==> config.mk <==
export PLATFORM = sky130hd
export DESIGN_NAME = nbody_regs
export DESIGN_NICKNAME = d
export VERILOG_FILES = /design/src/nbody_bus_pkg.sv /design/src/nbody_sim_pkg.sv /design/src/nbody_regs.sv
export SDC_FILE = /design/constraint.sdc
export NUM_CORES = 1
export LEC_CHECK = 0
export ABC_CLOCK_PERIOD_IN_PS = 2400
export BUFFER_PORTS_ARGS = -buffer_cell sky130_fd_sc_hd__buf_2
export CAP_MARGIN = 20
export CORE_AREA = 2 2 129 131
export CTS_BUF_LIST = sky130_fd_sc_hd__clkbuf_16
export DETAILED_ROUTE_END_ITERATION = 8
export DIE_AREA = 0 0 131 133
export MAX_ROUTING_LAYER = met4
export SYNTH_ARGS = -nofsm -noshare
export SYNTH_HDL_FRONTEND = slang
export SYNTH_SLANG_ARGS = --single-unit
==> constraint.sdc <==
create_clock -name clk -period 2.4 [get_ports clk]
set_input_delay 0.48 -clock clk [delete_from_list [all_inputs] [get_ports clk]]
set_output_delay 0.48 -clock clk [all_outputs]
set_load 0.02 [all_outputs]
==> src/nbody_bus_pkg.sv <==
// N-body bus map: APB widths and the field codes in the upper address bits
package nbody_bus_pkg;

    // APB data and address widths
    localparam int BUS_DATA_W = 32;
    localparam int BUS_ADDR_W = 16;

    // Upper address bits select the field, the rest carry the body index
    localparam int FIELD_W = 7;

    typedef enum logic [FIELD_W-1:0] {
        // Control registers
        CTRL    = 7'h00,
        STATUS  = 7'h01,
        NBODIES = 7'h02,
        GAP     = 7'h03,
        // Position halves, lower half is staged until the upper one arrives
        X_LO    = 7'h04,
        X_HI    = 7'h05,
        Y_LO    = 7'h06,
        Y_HI    = 7'h07,
        // Velocity halves, write only
        VX_LO   = 7'h08,
        VX_HI   = 7'h09,
        VY_LO   = 7'h0a,
        VY_HI   = 7'h0b
    } bus_field_e;

endpackage

==> src/nbody_sim_pkg.sv <==
// N-body simulation data: body capacity, fixed point coordinates, run state
package nbody_sim_pkg;

    // Default capacity of the body memories
    localparam int MAX_BODIES = 512;

    // Signed fixed point coordinate, wraps modulo 2^64
    localparam int COORD_W = 64;

    // Index carried in the low address bits
    typedef logic [8:0] body_idx_t;

    typedef struct packed {
        logic [COORD_W/2-1:0] hi;
        logic [COORD_W/2-1:0] lo;
    } coord_halves_t;

    // Same coordinate seen as one word or as two bus halves
    typedef union packed {
        logic [COORD_W-1:0] word;
        coord_halves_t      half;
    } coord_u;

    // Engine states
    typedef enum logic {
        IDLE  = 1'b0,
        DRIFT = 1'b1
    } run_state_e;

endpackage

==> src/nbody_regs.sv <==
// N-body register block: APB slave, control registers, half-word staging and readback
`timescale 1ns/10ps

module nbody_regs
    import nbody_bus_pkg::*;
    import nbody_sim_pkg::*;
#(
    parameter int N_BODIES_MAX = MAX_BODIES
) (
    input  logic                              clk,
    input  logic                              rst,
    input  logic [BUS_ADDR_W-1:0]             paddr_i,
    input  logic                              psel_i,
    input  logic                              penable_i,
    input  logic                              pwrite_i,
    input  logic [BUS_DATA_W-1:0]             pwdata_i,
    output logic [BUS_DATA_W-1:0]             prdata_o,
    output logic                              pready_o,
    input  logic                              finish_i,
    input  logic                              busy_i,
    input  logic [COORD_W-1:0]                rd_x_i,
    input  logic [COORD_W-1:0]                rd_y_i,
    output logic                              start_o,
    output logic [$clog2(N_BODIES_MAX+1)-1:0] n_bodies_o,
    output logic [BUS_DATA_W-1:0]             gap_o,
    output logic [$clog2(N_BODIES_MAX)-1:0]   bus_addr_o,
    output logic [COORD_W-1:0]                bus_wdata_o,
    output logic                              bus_pos_we_x_o,
    output logic                              bus_pos_we_y_o,
    output logic                              bus_vel_we_x_o,
    output logic                              bus_vel_we_y_o,
    output logic                              bus_rd_o
);

    localparam int IDX_W = $clog2(N_BODIES_MAX);
    localparam int CNT_W = $clog2(N_BODIES_MAX + 1);

    bus_field_e            field;
    body_idx_t             body_idx;
    logic                  wr_en;
    logic                  pos_rd;
    logic                  wait_q;
    logic                  go_q;
    logic                  start_q;
    logic                  done_q;
    logic [CNT_W-1:0]      n_bodies_q;
    logic [BUS_DATA_W-1:0] gap_q;
    logic [BUS_DATA_W-1:0] lo_q;
    coord_u                wdata_u;
    coord_u                rx_u;
    coord_u                ry_u;

    // Field in the top bits, body number below
    assign field    = bus_field_e'(paddr_i[BUS_ADDR_W-1 -: FIELD_W]);
    assign body_idx = paddr_i[$bits(body_idx_t)-1:0];

    assign wr_en  = psel_i & penable_i & pwrite_i;
    assign pos_rd = ~pwrite_i & (field inside {X_LO, X_HI, Y_LO, Y_HI});

    // Position reads take one extra cycle for the memory hop
    assign pready_o = psel_i & penable_i & (~pos_rd | wait_q);
    assign bus_rd_o = psel_i & ~penable_i & pos_rd;

    always_ff @(posedge clk or posedge rst) begin
        if (rst) begin
            wait_q     <= 1'b0;
            go_q       <= 1'b0;
            start_q    <= 1'b0;
            done_q     <= 1'b0;
            n_bodies_q <= '0;
            gap_q      <= '0;
            lo_q       <= '0;
        end else begin
            start_q <= 1'b0;
            wait_q  <= psel_i & penable_i & ~pready_o;
            if (finish_i) begin
                done_q <= 1'b1;
            end
            if (wr_en) begin
                case (field)
                    CTRL: begin
                        go_q    <= pwdata_i[0];
                        start_q <= pwdata_i[0];
                        done_q  <= 1'b0;
                    end
                    NBODIES: n_bodies_q <= pwdata_i[CNT_W-1:0];
                    GAP:     gap_q <= pwdata_i;
                    X_LO, Y_LO, VX_LO, VY_LO: lo_q <= pwdata_i;
                    default: ;
                endcase
            end
        end
    end

    // Upper half comes straight off the bus with the staged lower half
    always_comb begin
        wdata_u.half.hi = pwdata_i;
        wdata_u.half.lo = lo_q;
        rx_u            = rd_x_i;
        ry_u            = rd_y_i;
        case (field)
            CTRL:    prdata_o = {{(BUS_DATA_W-1){1'b0}}, go_q};
            STATUS:  prdata_o = {{(BUS_DATA_W-2){1'b0}}, busy_i, done_q};
            NBODIES: prdata_o = {{(BUS_DATA_W-CNT_W){1'b0}}, n_bodies_q};
            GAP:     prdata_o = gap_q;
            X_LO:    prdata_o = rx_u.half.lo;
            X_HI:    prdata_o = rx_u.half.hi;
            Y_LO:    prdata_o = ry_u.half.lo;
            Y_HI:    prdata_o = ry_u.half.hi;
            default: prdata_o = '1;
        endcase
    end

    assign bus_wdata_o    = wdata_u.word;
    assign bus_addr_o     = body_idx[IDX_W-1:0];
    assign bus_pos_we_x_o = wr_en & (field == X_HI);
    assign bus_pos_we_y_o = wr_en & (field == Y_HI);
    assign bus_vel_we_x_o = wr_en & (field == VX_HI);
    assign bus_vel_we_y_o = wr_en & (field == VY_HI);

    assign start_o    = start_q;
    assign n_bodies_o = n_bodies_q;
    assign gap_o      = gap_q;

endmodule

---- Yosys cells after proc, flatten, opt, wreduce, memory -nomap -nowiden ----
Cells that the tools add are included.
Widths: inputs -> output; s select.
word-level totals
  register bits ........................... 78
  bits of input ports ..................... 183
  output and inout port bits .............. 154
  word-level logic and storage cells ...... 47
cells by class
  equal/unequal tests ..................... 11
  mux-type cells .......................... 6
  bitwise logic cells ..................... 16
  reduce and logical (&&, ||, !) cells .... 7
operator list
  operator            count
  $pmux 32 s8         1
  $eq 7x3->1 const B  4
  $eq 7x4->1 const B  4
  $eq 7x2->1 const B  2
  $and 1x1->1         11
  $reduce_and 2->1    4
  $eq 7x1->1 const B  1
  $logic_not 7->1     1
  $mux 1              5
  $not 1->1           4
  $reduce_bool 4->1   1
  $reduce_or 4->1     1
  $or 1x1->1          1

---- Longest topological paths before layout ----
  word-level depth ........................ 8
  gate-level depth with buffers ........... 6
  gate-level depth less buffers ........... 3

---- Worst setup path before layout ----
OpenSTA, ideal clock, no wires.
  kind .................................... input to output
  from .................................... in paddr_i[11]
  to ...................................... out bus_rd_o
  data arrival time ....................... 2.206 ns
  required time ........................... 1.920 ns
  setup slack ............................. -0.286 ns
  stages .................................. 5
  buffers on the path ..................... 3
  cells stage by stage .................... buf_2 clkbuf_1 clkbuf_1 nand2_1 nor4b_1
between the ends
  word-level cells in the longest chain between the ends .. 4
  elaborated cells between the ends (all ways) .. 7
  classes of those cells .................. eq/ne (4); bitwise (2); reduce/logical (1)
ends and longest elaborated chain
  element                line              RTL
  start, declared        nbody_regs.sv:12  input logic [BUS_ADDR_W-1:0] paddr_i,
  $eq 7x3->1             nbody_regs.sv:58  assign pos_rd = ~pwrite_i & (field inside {X_LO, X_HI, Y_LO, Y_HI});
  $reduce_bool 4->1 (*)  nbody_regs.sv:58
  $and 1x1->1 (*)        nbody_regs.sv:58
  $and 1x1->1 (*)        nbody_regs.sv:62  assign bus_rd_o = psel_i & ~penable_i & pos_rd;
  end, declared          nbody_regs.sv:32  output logic bus_rd_o
Every way passes the cells marked *; elsewhere a longest branch is shown, timed or not.

---- Final worst setup path ----
  from .................................... in paddr_i[14]
  to ...................................... out prdata_o[4]
between the ends
  word-level cells in the longest chain between the ends .. 2
  elaborated cells between the ends (all ways) .. 9
  classes of those cells .................. eq/ne (7); mux (1); reduce/logical (1)
ends and longest elaborated chain
  element                             line               RTL
  $eq 7x3->1 (tied with other cells)  nbody_regs.sv:101  case (field)
  $pmux 32 s8 (*)                     nbody_regs.sv:101
  end, declared                       nbody_regs.sv:17   output logic [BUS_DATA_W-1:0] prdata_o,
Marks and branches as above.

==> out/results.ini <==
[final_layout]
fin_nets = 877
drive_gt1_frac = 0.694
fin_cells = 919
stdcell_area_um2 = 6940
fillers = 1570
areaGrowthSynthToFinish_pct = 46.4
multiInputGateArea_um2 = 2390
antenna_cells = 0
seqCellArea_um2 = 1950

[worst_setup_path]
path_max_fanout = 7
r2r_cells = 1
r2r-start = gap_o[20]
regToRegSetupSlack_ns = 1.58
reg2reg_to = gap_o[20]
cp_num_buf_inv = 3
max_stage_delay_ns = 0.54
start_kind = primary input
cp_top_family = simple AND/OR/NAND/NOR gates
crit_type = primary input to output port
cpMaxStageDelayCell = or4_4
cp_common_cell = buf_2
cp_cell_sequence = buf_2 -> or4_4 -> buf_6 -> a21o_1 -> a221o_1 -> buf_2
arrival_ns = 1.88
endpoint_kind = output port
required_ns = 1.92

[floorplan]
die_w_um = 131
core_area_um2 = 16200
die_h_um = 133
row_count = 47
start_util = 0.293
ios = 337
fp.dieArea_um2 = 17400

[run]
maxCapViolCount = 0

[global_route]
grt_pass1_wl_um = 24700
antenna_found_initial = 0
grt_usage = 0.193
grt_pass1_vias = 4304
grt_overflow_total = 0
grt_max_degree = 79

[cts]
clock_latency_ns = 0.33
root_buffer = clkbuf_16
htreeDepth = 3
clock_sinks = 78
cts_tree = yes
clk_pin_slew_worst_paths_ns = 0.06
cts_buffer_depth = 2
cts_buffers = 9

[sta]
fin_crit_ns = 2.36
fin_worst_skew_ns = 0
maxSlewHeadroom = 0.670
max_freq_ghz = 0.424
setup_viol = 0
maxSlewViolCount = 0
hold_viol_final = 0
period_share = 0.983
worst_slew_pin_slew_ns = 0.483

[worst_hold_path]
hp-class = primary input to async pin

[synth]
synth_top_area_cell = dfrtp_1
yosys-top-cells-count = 85 x mux2_2, 78 x dfrtp_1, 41 x buf_4
synth_edf_count = 0
netlist_area_um2 = 4740
synthFlopType = dfrtp_1
ys_seq_area_frac = 0.412
syn_avg_cell_area_um2 = 11.7
netlist.area_leader.share = 0.412
async_flop_share = 1.00
ys_warn_count = 0
synth_cells = 404
yosysMostFrequentCell = mux2_2
synthesis.nets = 587
ys_types = 43
synth_area_leaders = dfrtp_1 41%, mux2_2 20%, buf_4 6.5%
ys_ff_latch = 78

[detailed_routing]
ant_nets = 0
viasPerCell = 4.83
drt-wirelength-per-cell_um = 18.2
firstDrtPassIters = 4
drc = 0
wl_um = 16700
vias = 4438
drt-initial-drc-count = 232

[placement]
place_inst = 903
place_congestion = 0.868
dp_hpwl_um = 12900
place_area_um2 = 6540
portBuffers = 318

[power]
power_leakage_nw = 3.57
power_per_cell_area_nw_per_um2 = 533
vdd_drop_max_uv = 379

[outcome]
status = finished clean

==> timing repair <==
item                                   CTS  global route
resized for setup                        7            13
setup buffers                            0             0
hold buffers                             0             0
pin swaps                                1             0
endpoints found under the hold margin    0             0
setup endpoints to repair                3            10
==> cells by family (layout without fill, tap and decap cells) <==
family	count (synthesis)	after routing	synth area share
mux	115	115	0.301
flops	78	78	0.412
buf+inv	76	371	0.101
compound gates	75	75	0.116
simple gates	59	59	0.0687
xor+xnor	1	1	0.00185
==> cells in the final DEF, fill, tap and decap left out, types with 4 or more instances in the layout <==
cell type,instances
buf_2,313
mux2_2,85
dfrtp_1,78
nand2_1,29
buf_4,28
mux2i_1,14
mux4_2,13
a22oi_1,12
o211ai_1,12
a221oi_1,12
o221ai_1,9
clkbuf_16,9
buf_12,8
a21oi_1,7
o21ai_1,6
nor4_4,4
a21oi_2,4
nor2_1,4
buf_6,4
==> state kept, by name, summed over array words and instances (netlist names) <==
name        flops
gap_o          32
lo_q           32
n_bodies_o     10
done_q          1
go_q            1
start_o         1
wait_q          1
==> routing by layer <==
layer / global-route usage / up-vias / part of all wire
met5: - / - / 0
met4: 0.0561 / 0 / 0.016
met3: 0.0291 / 21 / 0.054
met2: 0.317 / 169 / 0.50
met1: 0.245 / 2179 / 0.43
li1: - / 2069 / -
==> metrics by stage <==
stage / total power [W] / worst slack [ns] / hold WS (ns) / util / TNS (ns)
floorplan: 0.00191 / -0.0183 / 0.409 / - / -0.0550
global placement: 0.00223 / -0.103 / 0.417 / 0.404 / -0.308
detailed placement: 0.00223 / -0.115 / 0.424 / 0.404 / -0.434
CTS: 0.00375 / 0.0208 / 0.275 / 0.426 / 0
global route: 0.00387 / -0.00136 / 0.280 / 0.429 / -0.00136
finish: 0.00370 / 0.0415 / 0.215 / 0.429 / 0
==> worst max path at each step <==
stage	from	end	cells past startpoint
after detailed placement	paddr_i[14]	bus_vel_we_x_o	5
after floorplan	paddr_i[11]	bus_pos_we_x_o	5
final	paddr_i[14]	prdata_o[4]	6
after CTS	paddr_i[14]	prdata_o[30]	8
after global routing	paddr_i[14]	prdata_o[29]	7
after global placement	paddr_i[14]	bus_vel_we_x_o	5
==> final cells by class <==
| type | count | share of cell area |
|---|---|---|
| Multi-Input combinational cell | 250 | 0.345 |
| Timing Repair Buffer | 353 | 0.286 |
| Sequential cell | 78 | 0.281 |
| Tap cell | 220 | 0.0397 |
| Clock buffer | 9 | 0.0325 |
| Clock inverter | 7 | 0.0141 |
| Inverter | 2 | 0.00162 |
==> power breakdown <==
group / internal, W / switching, W / total [W]
Clock: 0.000915 / 0.000569 / 0.00148
Sequential: 0.00138 / 0.0000393 / 0.00142
Combinational: 0.000357 / 0.000433 / 0.000791
Total: 0.00266 / 0.00104 / 0.00370
Note: power is estimated with default switching activity, not from simulation.
