==> config.mk <==
export PLATFORM = sky130hd
export DESIGN_NAME = nbody_drift_engine
export DESIGN_NICKNAME = d
export VERILOG_FILES = /design/src/nbody_bus_pkg.sv /design/src/nbody_sim_pkg.sv /design/src/nbody_drift_engine.sv
export SDC_FILE = /design/constraint.sdc
export NUM_CORES = 1
export LEC_CHECK = 0
export BUFFER_PORTS_ARGS = -buffer_cell sky130_fd_sc_hd__buf_2
export CAP_MARGIN = 20
export CELL_PAD_IN_SITES_DETAIL_PLACEMENT = 0
export CELL_PAD_IN_SITES_GLOBAL_PLACEMENT = 2
export CORE_AREA = 3 3 314 316
export DETAILED_ROUTE_END_ITERATION = 10
export DIE_AREA = 0 0 317 319
export PLACE_DENSITY_LB_ADDON = 0.1
export SLEW_MARGIN = 20
export SYNTH_ARGS = -nofsm -noshare
export SYNTH_HDL_FRONTEND = slang
export SYNTH_SLANG_ARGS = --single-unit
==> constraint.sdc <==
create_clock -name clk -period 6.2 [get_ports clk]
set_clock_uncertainty 0.1 [all_clocks]
set_input_delay 0.31 -clock clk [delete_from_list [all_inputs] [get_ports clk]]
set_output_delay 0.31 -clock clk [all_outputs]
set_load 0.05 [all_outputs]
==> src/nbody_bus_pkg.sv <==
// N-body bus map: APB widths and the field codes in the upper address bits
package nbody_bus_pkg;

    // APB data and address widths
    localparam int BUS_DATA_W = 32;
    localparam int BUS_ADDR_W = 16;

    // Upper address bits select the field, the rest carry the body index
    localparam int FIELD_W = 7;

    typedef enum logic [FIELD_W-1:0] {
        // Control registers
        CTRL    = 7'h00,
        STATUS  = 7'h01,
        NBODIES = 7'h02,
        GAP     = 7'h03,
        // Position halves, lower half is staged until the upper one arrives
        X_LO    = 7'h04,
        X_HI    = 7'h05,
        Y_LO    = 7'h06,
        Y_HI    = 7'h07,
        // Velocity halves, write only
        VX_LO   = 7'h08,
        VX_HI   = 7'h09,
        VY_LO   = 7'h0a,
        VY_HI   = 7'h0b
    } bus_field_e;

endpackage

==> src/nbody_sim_pkg.sv <==
// N-body simulation data: body capacity, fixed point coordinates, run state
package nbody_sim_pkg;

    // Default capacity of the body memories
    localparam int MAX_BODIES = 512;

    // Signed fixed point coordinate, wraps modulo 2^64
    localparam int COORD_W = 64;

    // Index carried in the low address bits
    typedef logic [8:0] body_idx_t;

    typedef struct packed {
        logic [COORD_W/2-1:0] hi;
        logic [COORD_W/2-1:0] lo;
    } coord_halves_t;

    // Same coordinate seen as one word or as two bus halves
    typedef union packed {
        logic [COORD_W-1:0] word;
        coord_halves_t      half;
    } coord_u;

    // Engine states
    typedef enum logic {
        IDLE  = 1'b0,
        DRIFT = 1'b1
    } run_state_e;

endpackage

==> src/nbody_drift_engine.sv <==
// N-body drift engine: step sequencer, x += vx / y += vy pipeline, memory port steering
`timescale 1ns/10ps

module nbody_drift_engine
    import nbody_bus_pkg::*;
    import nbody_sim_pkg::*;
#(
    parameter int N_BODIES_MAX = MAX_BODIES,
    parameter int SUM_STAGES   = 1
) (
    input  logic                              clk,
    input  logic                              rst,
    input  logic                              start_i,
    input  logic [$clog2(N_BODIES_MAX+1)-1:0] n_bodies_i,
    input  logic [BUS_DATA_W-1:0]             gap_i,
    input  logic [$clog2(N_BODIES_MAX)-1:0]   bus_addr_i,
    input  logic [COORD_W-1:0]                bus_wdata_i,
    input  logic                              bus_pos_we_x_i,
    input  logic                              bus_pos_we_y_i,
    input  logic                              bus_vel_we_x_i,
    input  logic                              bus_vel_we_y_i,
    input  logic                              bus_rd_i,
    input  logic [COORD_W-1:0]                pos_rx_i,
    input  logic [COORD_W-1:0]                pos_ry_i,
    input  logic [COORD_W-1:0]                vel_rx_i,
    input  logic [COORD_W-1:0]                vel_ry_i,
    output logic                              busy_o,
    output logic                              finish_o,
    output logic [COORD_W-1:0]                rd_x_o,
    output logic [COORD_W-1:0]                rd_y_o,
    output logic                              pos_we_x_o,
    output logic                              pos_we_y_o,
    output logic [$clog2(N_BODIES_MAX)-1:0]   pos_waddr_o,
    output logic [COORD_W-1:0]                pos_wx_o,
    output logic [COORD_W-1:0]                pos_wy_o,
    output logic [$clog2(N_BODIES_MAX)-1:0]   pos_raddr_o,
    output logic                              vel_we_x_o,
    output logic                              vel_we_y_o,
    output logic [$clog2(N_BODIES_MAX)-1:0]   vel_waddr_o,
    output logic [COORD_W-1:0]                vel_wx_o,
    output logic [COORD_W-1:0]                vel_wy_o,
    output logic [$clog2(N_BODIES_MAX)-1:0]   vel_raddr_o
);

    localparam int IDX_W = $clog2(N_BODIES_MAX);
    // Step cycle counter spans n reads plus the pipeline drain
    localparam int CYC_W = $clog2(N_BODIES_MAX + SUM_STAGES + 1);

    run_state_e            state_q;
    logic [CYC_W-1:0]      cyc_q;
    logic [BUS_DATA_W-1:0] step_q;
    logic                  finish_q;
    logic [SUM_STAGES:0]   vld_q;
    logic [IDX_W-1:0]      idx_q [SUM_STAGES+1];
    logic [COORD_W-1:0]    sum_x_q [1:SUM_STAGES];
    logic [COORD_W-1:0]    sum_y_q [1:SUM_STAGES];
    logic                  rd_pend_q;
    logic [COORD_W-1:0]    rd_x_q;
    logic [COORD_W-1:0]    rd_y_q;
    logic                  busy;
    logic                  issue;
    logic                  step_end;
    logic                  last_step;

    assign busy     = (state_q == DRIFT);
    assign issue    = busy && (cyc_q < CYC_W'(n_bodies_i));
    assign step_end = busy && (cyc_q == CYC_W'(n_bodies_i) + CYC_W'(SUM_STAGES));
    // GAP of zero runs a single step
    assign last_step = (gap_i == '0) || (step_q == gap_i - 1'b1);

    always_ff @(posedge clk or posedge rst) begin
        if (rst) begin
            state_q  <= IDLE;
            cyc_q    <= '0;
            step_q   <= '0;
            finish_q <= 1'b0;
        end else begin
            finish_q <= 1'b0;
            case (state_q)
                IDLE: begin
                    if (start_i) begin
                        state_q <= DRIFT;
                        cyc_q   <= '0;
                        step_q  <= '0;
                    end
                end
                DRIFT: begin
                    if (step_end) begin
                        cyc_q <= '0;
                        if (last_step) begin
                            state_q  <= IDLE;
                            finish_q <= 1'b1;
                        end else begin
                            step_q <= step_q + 1'b1;
                        end
                    end else begin
                        cyc_q <= cyc_q + 1'b1;
                    end
                end
                default: state_q <= IDLE;
            endcase
        end
    end

    // Valid bits follow each body from read to write back
    always_ff @(posedge clk or posedge rst) begin
        if (rst) begin
            vld_q     <= '0;
            rd_pend_q <= 1'b0;
        end else begin
            vld_q     <= {vld_q[SUM_STAGES-1:0], issue};
            rd_pend_q <= bus_rd_i;
        end
    end

    always_ff @(posedge clk) begin
        idx_q[0]   <= cyc_q[IDX_W-1:0];
        sum_x_q[1] <= pos_rx_i + vel_rx_i;
        sum_y_q[1] <= pos_ry_i + vel_ry_i;
        for (int j = 1; j <= SUM_STAGES; j++) begin
            idx_q[j] <= idx_q[j-1];
        end
        for (int j = 2; j <= SUM_STAGES; j++) begin
            sum_x_q[j] <= sum_x_q[j-1];
            sum_y_q[j] <= sum_y_q[j-1];
        end
        // Hold bus read data once the memory has answered
        if (rd_pend_q) begin
            rd_x_q <= pos_rx_i;
            rd_y_q <= pos_ry_i;
        end
    end

    // Bus owns the memories when idle; pipeline owns them during a run
    always_comb begin
        pos_raddr_o = bus_addr_i;
        vel_raddr_o = bus_addr_i;
        pos_waddr_o = bus_addr_i;
        pos_wx_o    = bus_wdata_i;
        pos_wy_o    = bus_wdata_i;
        pos_we_x_o  = bus_pos_we_x_i;
        pos_we_y_o  = bus_pos_we_y_i;
        vel_waddr_o = bus_addr_i;
        vel_wx_o    = bus_wdata_i;
        vel_wy_o    = bus_wdata_i;
        vel_we_x_o  = bus_vel_we_x_i;
        vel_we_y_o  = bus_vel_we_y_i;
        if (busy) begin
            pos_raddr_o = cyc_q[IDX_W-1:0];
            vel_raddr_o = cyc_q[IDX_W-1:0];
            pos_waddr_o = idx_q[SUM_STAGES];
            pos_wx_o    = sum_x_q[SUM_STAGES];
            pos_wy_o    = sum_y_q[SUM_STAGES];
            pos_we_x_o  = vld_q[SUM_STAGES];
            pos_we_y_o  = vld_q[SUM_STAGES];
            vel_we_x_o  = 1'b0;
            vel_we_y_o  = 1'b0;
        end
    end

    assign busy_o   = busy;
    assign finish_o = finish_q;
    assign rd_x_o   = rd_x_q;
    assign rd_y_o   = rd_y_q;

endmodule

After elaboration in Yosys (flattened, before gate mapping)
Memories as Yosys holds them, arrays and structs flattened.
Index checks and enable logic that the tools add are counted.

operators by class
  add/subtract/negate cells = 6
  order comparisons = 1
  eq/ne operators = 5
  multiplexer cells = 22
  bitwise gates (word level) = 1
  reductions and logical operators = 5

operators with widths
  operator                                                               count
  64-bit adder                                                           2
  64-bit two-way mux                                                     2
  32-bit two-way mux                                                     3
  32-bit one-hot mux with 2 select lines                                 1
  32-bit by 1-bit adder with 32-bit output (second input constant)       1
  32-bit equality test                                                   1
  32-bit zero test                                                       1
  32-bit by 1-bit subtractor with 32-bit output (second input constant)  1
  10-bit by 1-bit adder with 10-bit output (second input constant)       2
  10-bit two-way mux                                                     2
  10-bit one-hot mux with 2 select lines                                 1
  9-bit two-way mux                                                      2
  10-bit equality test                                                   1
  10-bit less-than comparator                                            1
  1-bit two-way mux                                                      10
  2-bit != test (second input constant)                                  2
  3-bit AND reduction                                                    1
  1-bit logical AND                                                      2
  2-bit by 1-bit != test with 1-bit output (second input constant)       1
  1-bit one-hot mux with 2 select lines                                  1
  1-bit logical OR                                                       1
  1-bit inverter                                                         1

word-level totals
  register bits after elaboration = 175
  memory bits (writable) = 146
  output and inout bits = 426
  word-level logic and storage cells = 51
  memories kept = 3

memory list
  memory   depth  bits a word  read ports  clocked after Yosys merged registers in  write ports  RTL line                  RTL
  sum_x_q  1      64           1           0                                        1            nbody_drift_engine.sv:55  logic [COORD_W-1:0] sum_x_q [1:SUM_STAGES];
  sum_y_q  1      64           1           0                                        1            nbody_drift_engine.sv:56  logic [COORD_W-1:0] sum_y_q [1:SUM_STAGES];
  idx_q    2      9            2           0                                        2            nbody_drift_engine.sv:54  logic [IDX_W-1:0] idx_q [SUM_STAGES+1];

Logic depth before layout (Yosys ltp)
  word-level depth = 6
  mapped depth = 14
  gate-level depth less buffers = 14

Worst setup path before layout
No wires, ideal clock.

  path type = reg2reg
  from = register rd_pend_q
  to = register rd_x_q[0] (netlist: rd_x_o[0]), enable pin
  arrival = 2.885 ns
  data required time = 5.613 ns
  slack = 2.728 ns
  cell stages (with the launch flop) = 1
  buffers on the path = 0
  period minus slack after synthesis = 3.472 ns
  path through = dfrtp_1

RTL lines
  what                    RTL line                   RTL
  start, declared         nbody_drift_engine.sv:57   logic rd_pend_q;
  start signal, assigned  nbody_drift_engine.sv:112  rd_pend_q <= bus_rd_i;
  end signal, assigned    nbody_drift_engine.sv:129  rd_x_q <= pos_rx_i;
  end, declared           nbody_drift_engine.sv:58   logic [COORD_W-1:0] rd_x_q;

No word-level cell between the ends.

Final worst setup path
  from = input pos_rx_i[0]
  to = memory sum_x_q[1][58]

between the ends
  word-level cells in the longest chain between the ends = 1

RTL lines
  what             RTL line                   RTL
  start, declared  nbody_drift_engine.sv:23   input logic [COORD_W-1:0] pos_rx_i,
  64-bit adder     nbody_drift_engine.sv:118  sum_x_q[1] <= pos_rx_i + vel_rx_i;
  end, declared    nbody_drift_engine.sv:55

Every way passes these cells.

==> flow_metrics.env <==
export IMPL_critical_path_max_fanout=5
export IMPL_grt_total_usage_pct=18.4
export IMPL_drc_errors=0
export IMPL_drive_gt1_share_pct=29.1
export IMPL_grt_pass1_wl_um=138000
export IMPL_die_w_um=317
export IMPL_power_leakage_nw=13.4
export IMPL_synthSimpleGateAreaFrac_pct=19.8
export IMPL_p_sw_share_pct=42.1
export IMPL_p_per_area_nw_per_um2=311
export IMPL_ir_drop_mv=0.173
export IMPL_whs_path_depth=3
export IMPL_cts_buffer_depth=3
export IMPL_synth_edf_count=128
export IMPL_syn_inst=2272
export IMPL_wl_um=96700
export IMPL_synth_top_family_by_area="simple AND/OR/NAND/NOR gates"
export IMPL_comb_power_share_pct=37.7
export IMPL_gp_congestion=0.878
export IMPL_final_common_cell="buf_2"
export IMPL_grt_pass1_vias=20100
export IMPL_wl_per_cell_um=21.9
export IMPL_area_growth_pct=38.0
export IMPL_start_kind="input pin"
export IMPL_synthXorXnorAreaFrac_pct=8.68
export IMPL_run_status="complete, no violations"
export IMPL_antenna_found_initial=15
export IMPL_maxSlewHeadroom_pct=38.3
export IMPL_postCtsSetupRepairBufs=0
export IMPL_ys_flop_type="dfxtp_1"
export IMPL_rsz0062_at_grt="no"
export IMPL_clkSinkCount=321
export IMPL_ys_seq_elements=321
export IMPL_die_area_sq_um=101000
export IMPL_fin_crit_sh_pct=69.5
export IMPL_hold_viol_final=0
export IMPL_cts_made_buffers=46
export IMPL_insertion_delay_ps=600
export IMPL_viasPerCell=4.42
export IMPL_ff2ff_path_depth=11
export IMPL_tightest_slew_ps=925
export IMPL_synthArstFlopShare_pct=14.6
export IMPL_fin_setup_tns_ps=0
export IMPL_via_count=19500
export IMPL_drtIter0Drc=945
export IMPL_synth_fa_ha_area_share_pct=8.92
export IMPL_syn_num_nets=2793
export IMPL_p_sw_w=0.00363
export IMPL_grt_max_degree=129
export IMPL_synthMuxAreaShare_pct=0.312
export IMPL_final_core_util_pct=28.8
export IMPL_cp_data_required_time_ps=6640
export IMPL_clkPwrFrac_pct=31.5
export IMPL_ctsResizeCount=0
export IMPL_cts_root_buf="clkbuf_16"
export IMPL_synthDistinctLibCells=77
export IMPL_clk_pin_slew_ps=60
export IMPL_core_area_sq_um=96300
export IMPL_final_cell_mix="buf_2 (804), nand2_1 (475), dlygate4sd3_1 (175)"
export IMPL_timing_critical_path_to_type="flip-flop"
export IMPL_pwr_share_seq_pct=30.8
export IMPL_ys_seq_area_share_pct=39.6
export IMPL_drtAntennaViolNets=0
export IMPL_fmaxAchievable_mhz=232
export IMPL_hold_class="input pin to flip-flop"
export IMPL_nets=3616
export IMPL_max_cap_viol_count=0
export IMPL_htree_levels=2
export IMPL_synth_compound_area_share_pct=14.9
export IMPL_fin_crit_ps=4310
export IMPL_hpwl_um=79000
export IMPL_p_int_w=0.00500
export IMPL_syn_area_sq_um=20100
export IMPL_dr_pass1_iters=5
export IMPL_fp_dieH_um=319
export IMPL_num_rows=114
export IMPL_gr_total_overflow=0
export IMPL_crit_type="input pin to flip-flop"
export IMPL_ioPinCount=805
export IMPL_crit_arrival_ps=4750
export IMPL_holdBufCountCts=175
export IMPL_syn_area_per_cell_sq_um=8.84
export IMPL_maxSlewViolCount=0
export IMPL_start_util_pct=20.9
export IMPL_setup_violations_final=0
export IMPL_cts_tree="yes"
export IMPL_yosys_warnings=0
export IMPL_portBuffers=804
-- final timing paths --
kind                                       from                endpoint  slack (ps)
max in group asynchronous                   rst     rd_pend_q$_DFF_PP0_        5150
min in group asynchronous                   rst    cyc_q[0]$_DFFE_PP0P_         350
hold reg to reg             idx_q[0][2]$_DFF_P_    idx_q[0][11]$_DFF_P_         220
hold / removal                     vel_rx_i[45]  sum_x_q[1][45]$_DFF_P_          70
setup reg to reg           cyc_q[0]$_DFFE_PP0P_  step_q[10]$_DFFE_PP0P_        2340
setup / recovery                    pos_rx_i[0]  sum_x_q[1][58]$_DFF_P_        1890
-- kinds of logic (layout without fill, tap and decap cells) --
family	count (synthesis)	count (layout)
compound gates	467	467
flops	321	321
buf+inv	266	1127
simple gates	871	871
xor+xnor	199	199
mux	6	6
fa+ha+maj	142	142
other cells	0	10
-- flip-flops by register name (all words and copies together) (netlist names) --
register / count
busy_o: 1
cyc_q: 10
finish_o: 1
idx_q: 18
rd_pend_q: 1
rd_x_o: 64
rd_y_o: 64
step_q: 32
sum_x_q: 64
sum_y_q: 64
vld_q: 2
-- synthesized netlist by cell type, types with 4 or more instances --
cell / n / area, sq um
dfrtp_1: 47 / 1180
dfxtp_1: 146 / 2920
a41oi_1: 4 / 35.0
o21bai_1: 15 / 113
and3_1: 28 / 175
nor2b_1: 29 / 181
nand2b_1: 18 / 113
a31oi_1: 21 / 131
o21ai_1: 38 / 190
o211ai_1: 10 / 75.1
o31ai_1: 12 / 90.1
or2_2: 6 / 37.5
a311oi_1: 4 / 35.0
edfxtp_1: 128 / 3840
a211oi_1: 11 / 82.6
nand3b_1: 4 / 30.0
a2111oi_0: 4 / 35.0
xnor2_1: 102 / 893
o21ai_0: 69 / 345
o21a_1: 16 / 120
xor2_1: 97 / 850
nor2_1: 111 / 417
nand4_1: 43 / 269
clkbuf_1: 60 / 225
nor4b_1: 4 / 35.0
nor4_2: 4 / 50.1
or3_1: 11 / 68.8
nand2_1: 475 / 1780
a21oi_1: 127 / 636
buf_4: 147 / 1100
ha_1: 140 / 1750
nand3_1: 64 / 320
a21o_1: 91 / 683
and4_1: 8 / 70.1
mux2i_1: 4 / 40.0
and2_1: 9 / 56.3
a221oi_1: 8 / 70.1
nor3_1: 28 / 140
nor4_1: 13 / 81.3
inv_1: 51 / 191
-- critical path, stage by stage --
cell and delay, ps:
dlygate4sd3_1 530, buf_2 150, ha_1 210, inv_1 70, fa_1 200, nor2b_1 80
o211ai_1 220, a31oi_1 190, a221oi_1 750, o21ai_1 290, o31ai_1 400, a21oi_1 230
a31oi_1 520, o31ai_1 210, a21boi_1 230, xnor2_1 130
-- metrics by stage --
step / setup WS [ps] / cells / power [W] / hold WS (ps) / cell area, sq um
2_1_floorplan: 2730 / 2272 / 0.00491 / 210 / 20100
3_3_place_gp: 1780 / 4148 / 0.00592 / 213 / 24400
3_5_place_dp: 1740 / 4148 / 0.00588 / 212 / 24400
4_1_cts: 1820 / 4409 / 0.00880 / 3.41 / 27700
5_1_grt: 1390 / 4414 / 0.00907 / 47.6 / 27700
6_report: 1890 / 4419 / 0.00863 / 68.9 / 27700
-- layer usage --
layer / wire length, um / share of wire [%] / track usage [%]
met5: 48 / 0.050 / 0
met4: 2490 / 2.6 / 5.39
met3: 4560 / 4.7 / 3.20
met2: 44800 / 46 / 29.9
met1: 44900 / 46 / 24.8
-- final cells by class --
cell class | count | area [sq um]
Antenna cell | 10 | 25.0
Clock buffer | 59 | 1290
Clock inverter | 27 | 229
Fill cell | 10500 | 68600
Inverter | 53 | 200
Multi-Input combinational cell | 1685 | 10600
Sequential cell | 321 | 7950
Tap cell | 1276 | 1600
Timing Repair Buffer | 988 | 5860
-- power groups by stage --
stage | Clock, W | Combinational (W) | Sequential [W]
5_1_grt | 0.00290 | 0.00348 | 0.00269
3_3_place_gp | 0 | 0.00322 | 0.00270
3_5_place_dp | 0 | 0.00319 | 0.00269
6_report | 0.00272 | 0.00325 | 0.00266
4_1_cts | 0.00284 | 0.00330 | 0.00266
2_1_floorplan | 0 | 0.00210 | 0.00281
No activity file was read; power rests on OpenSTA's default activity.
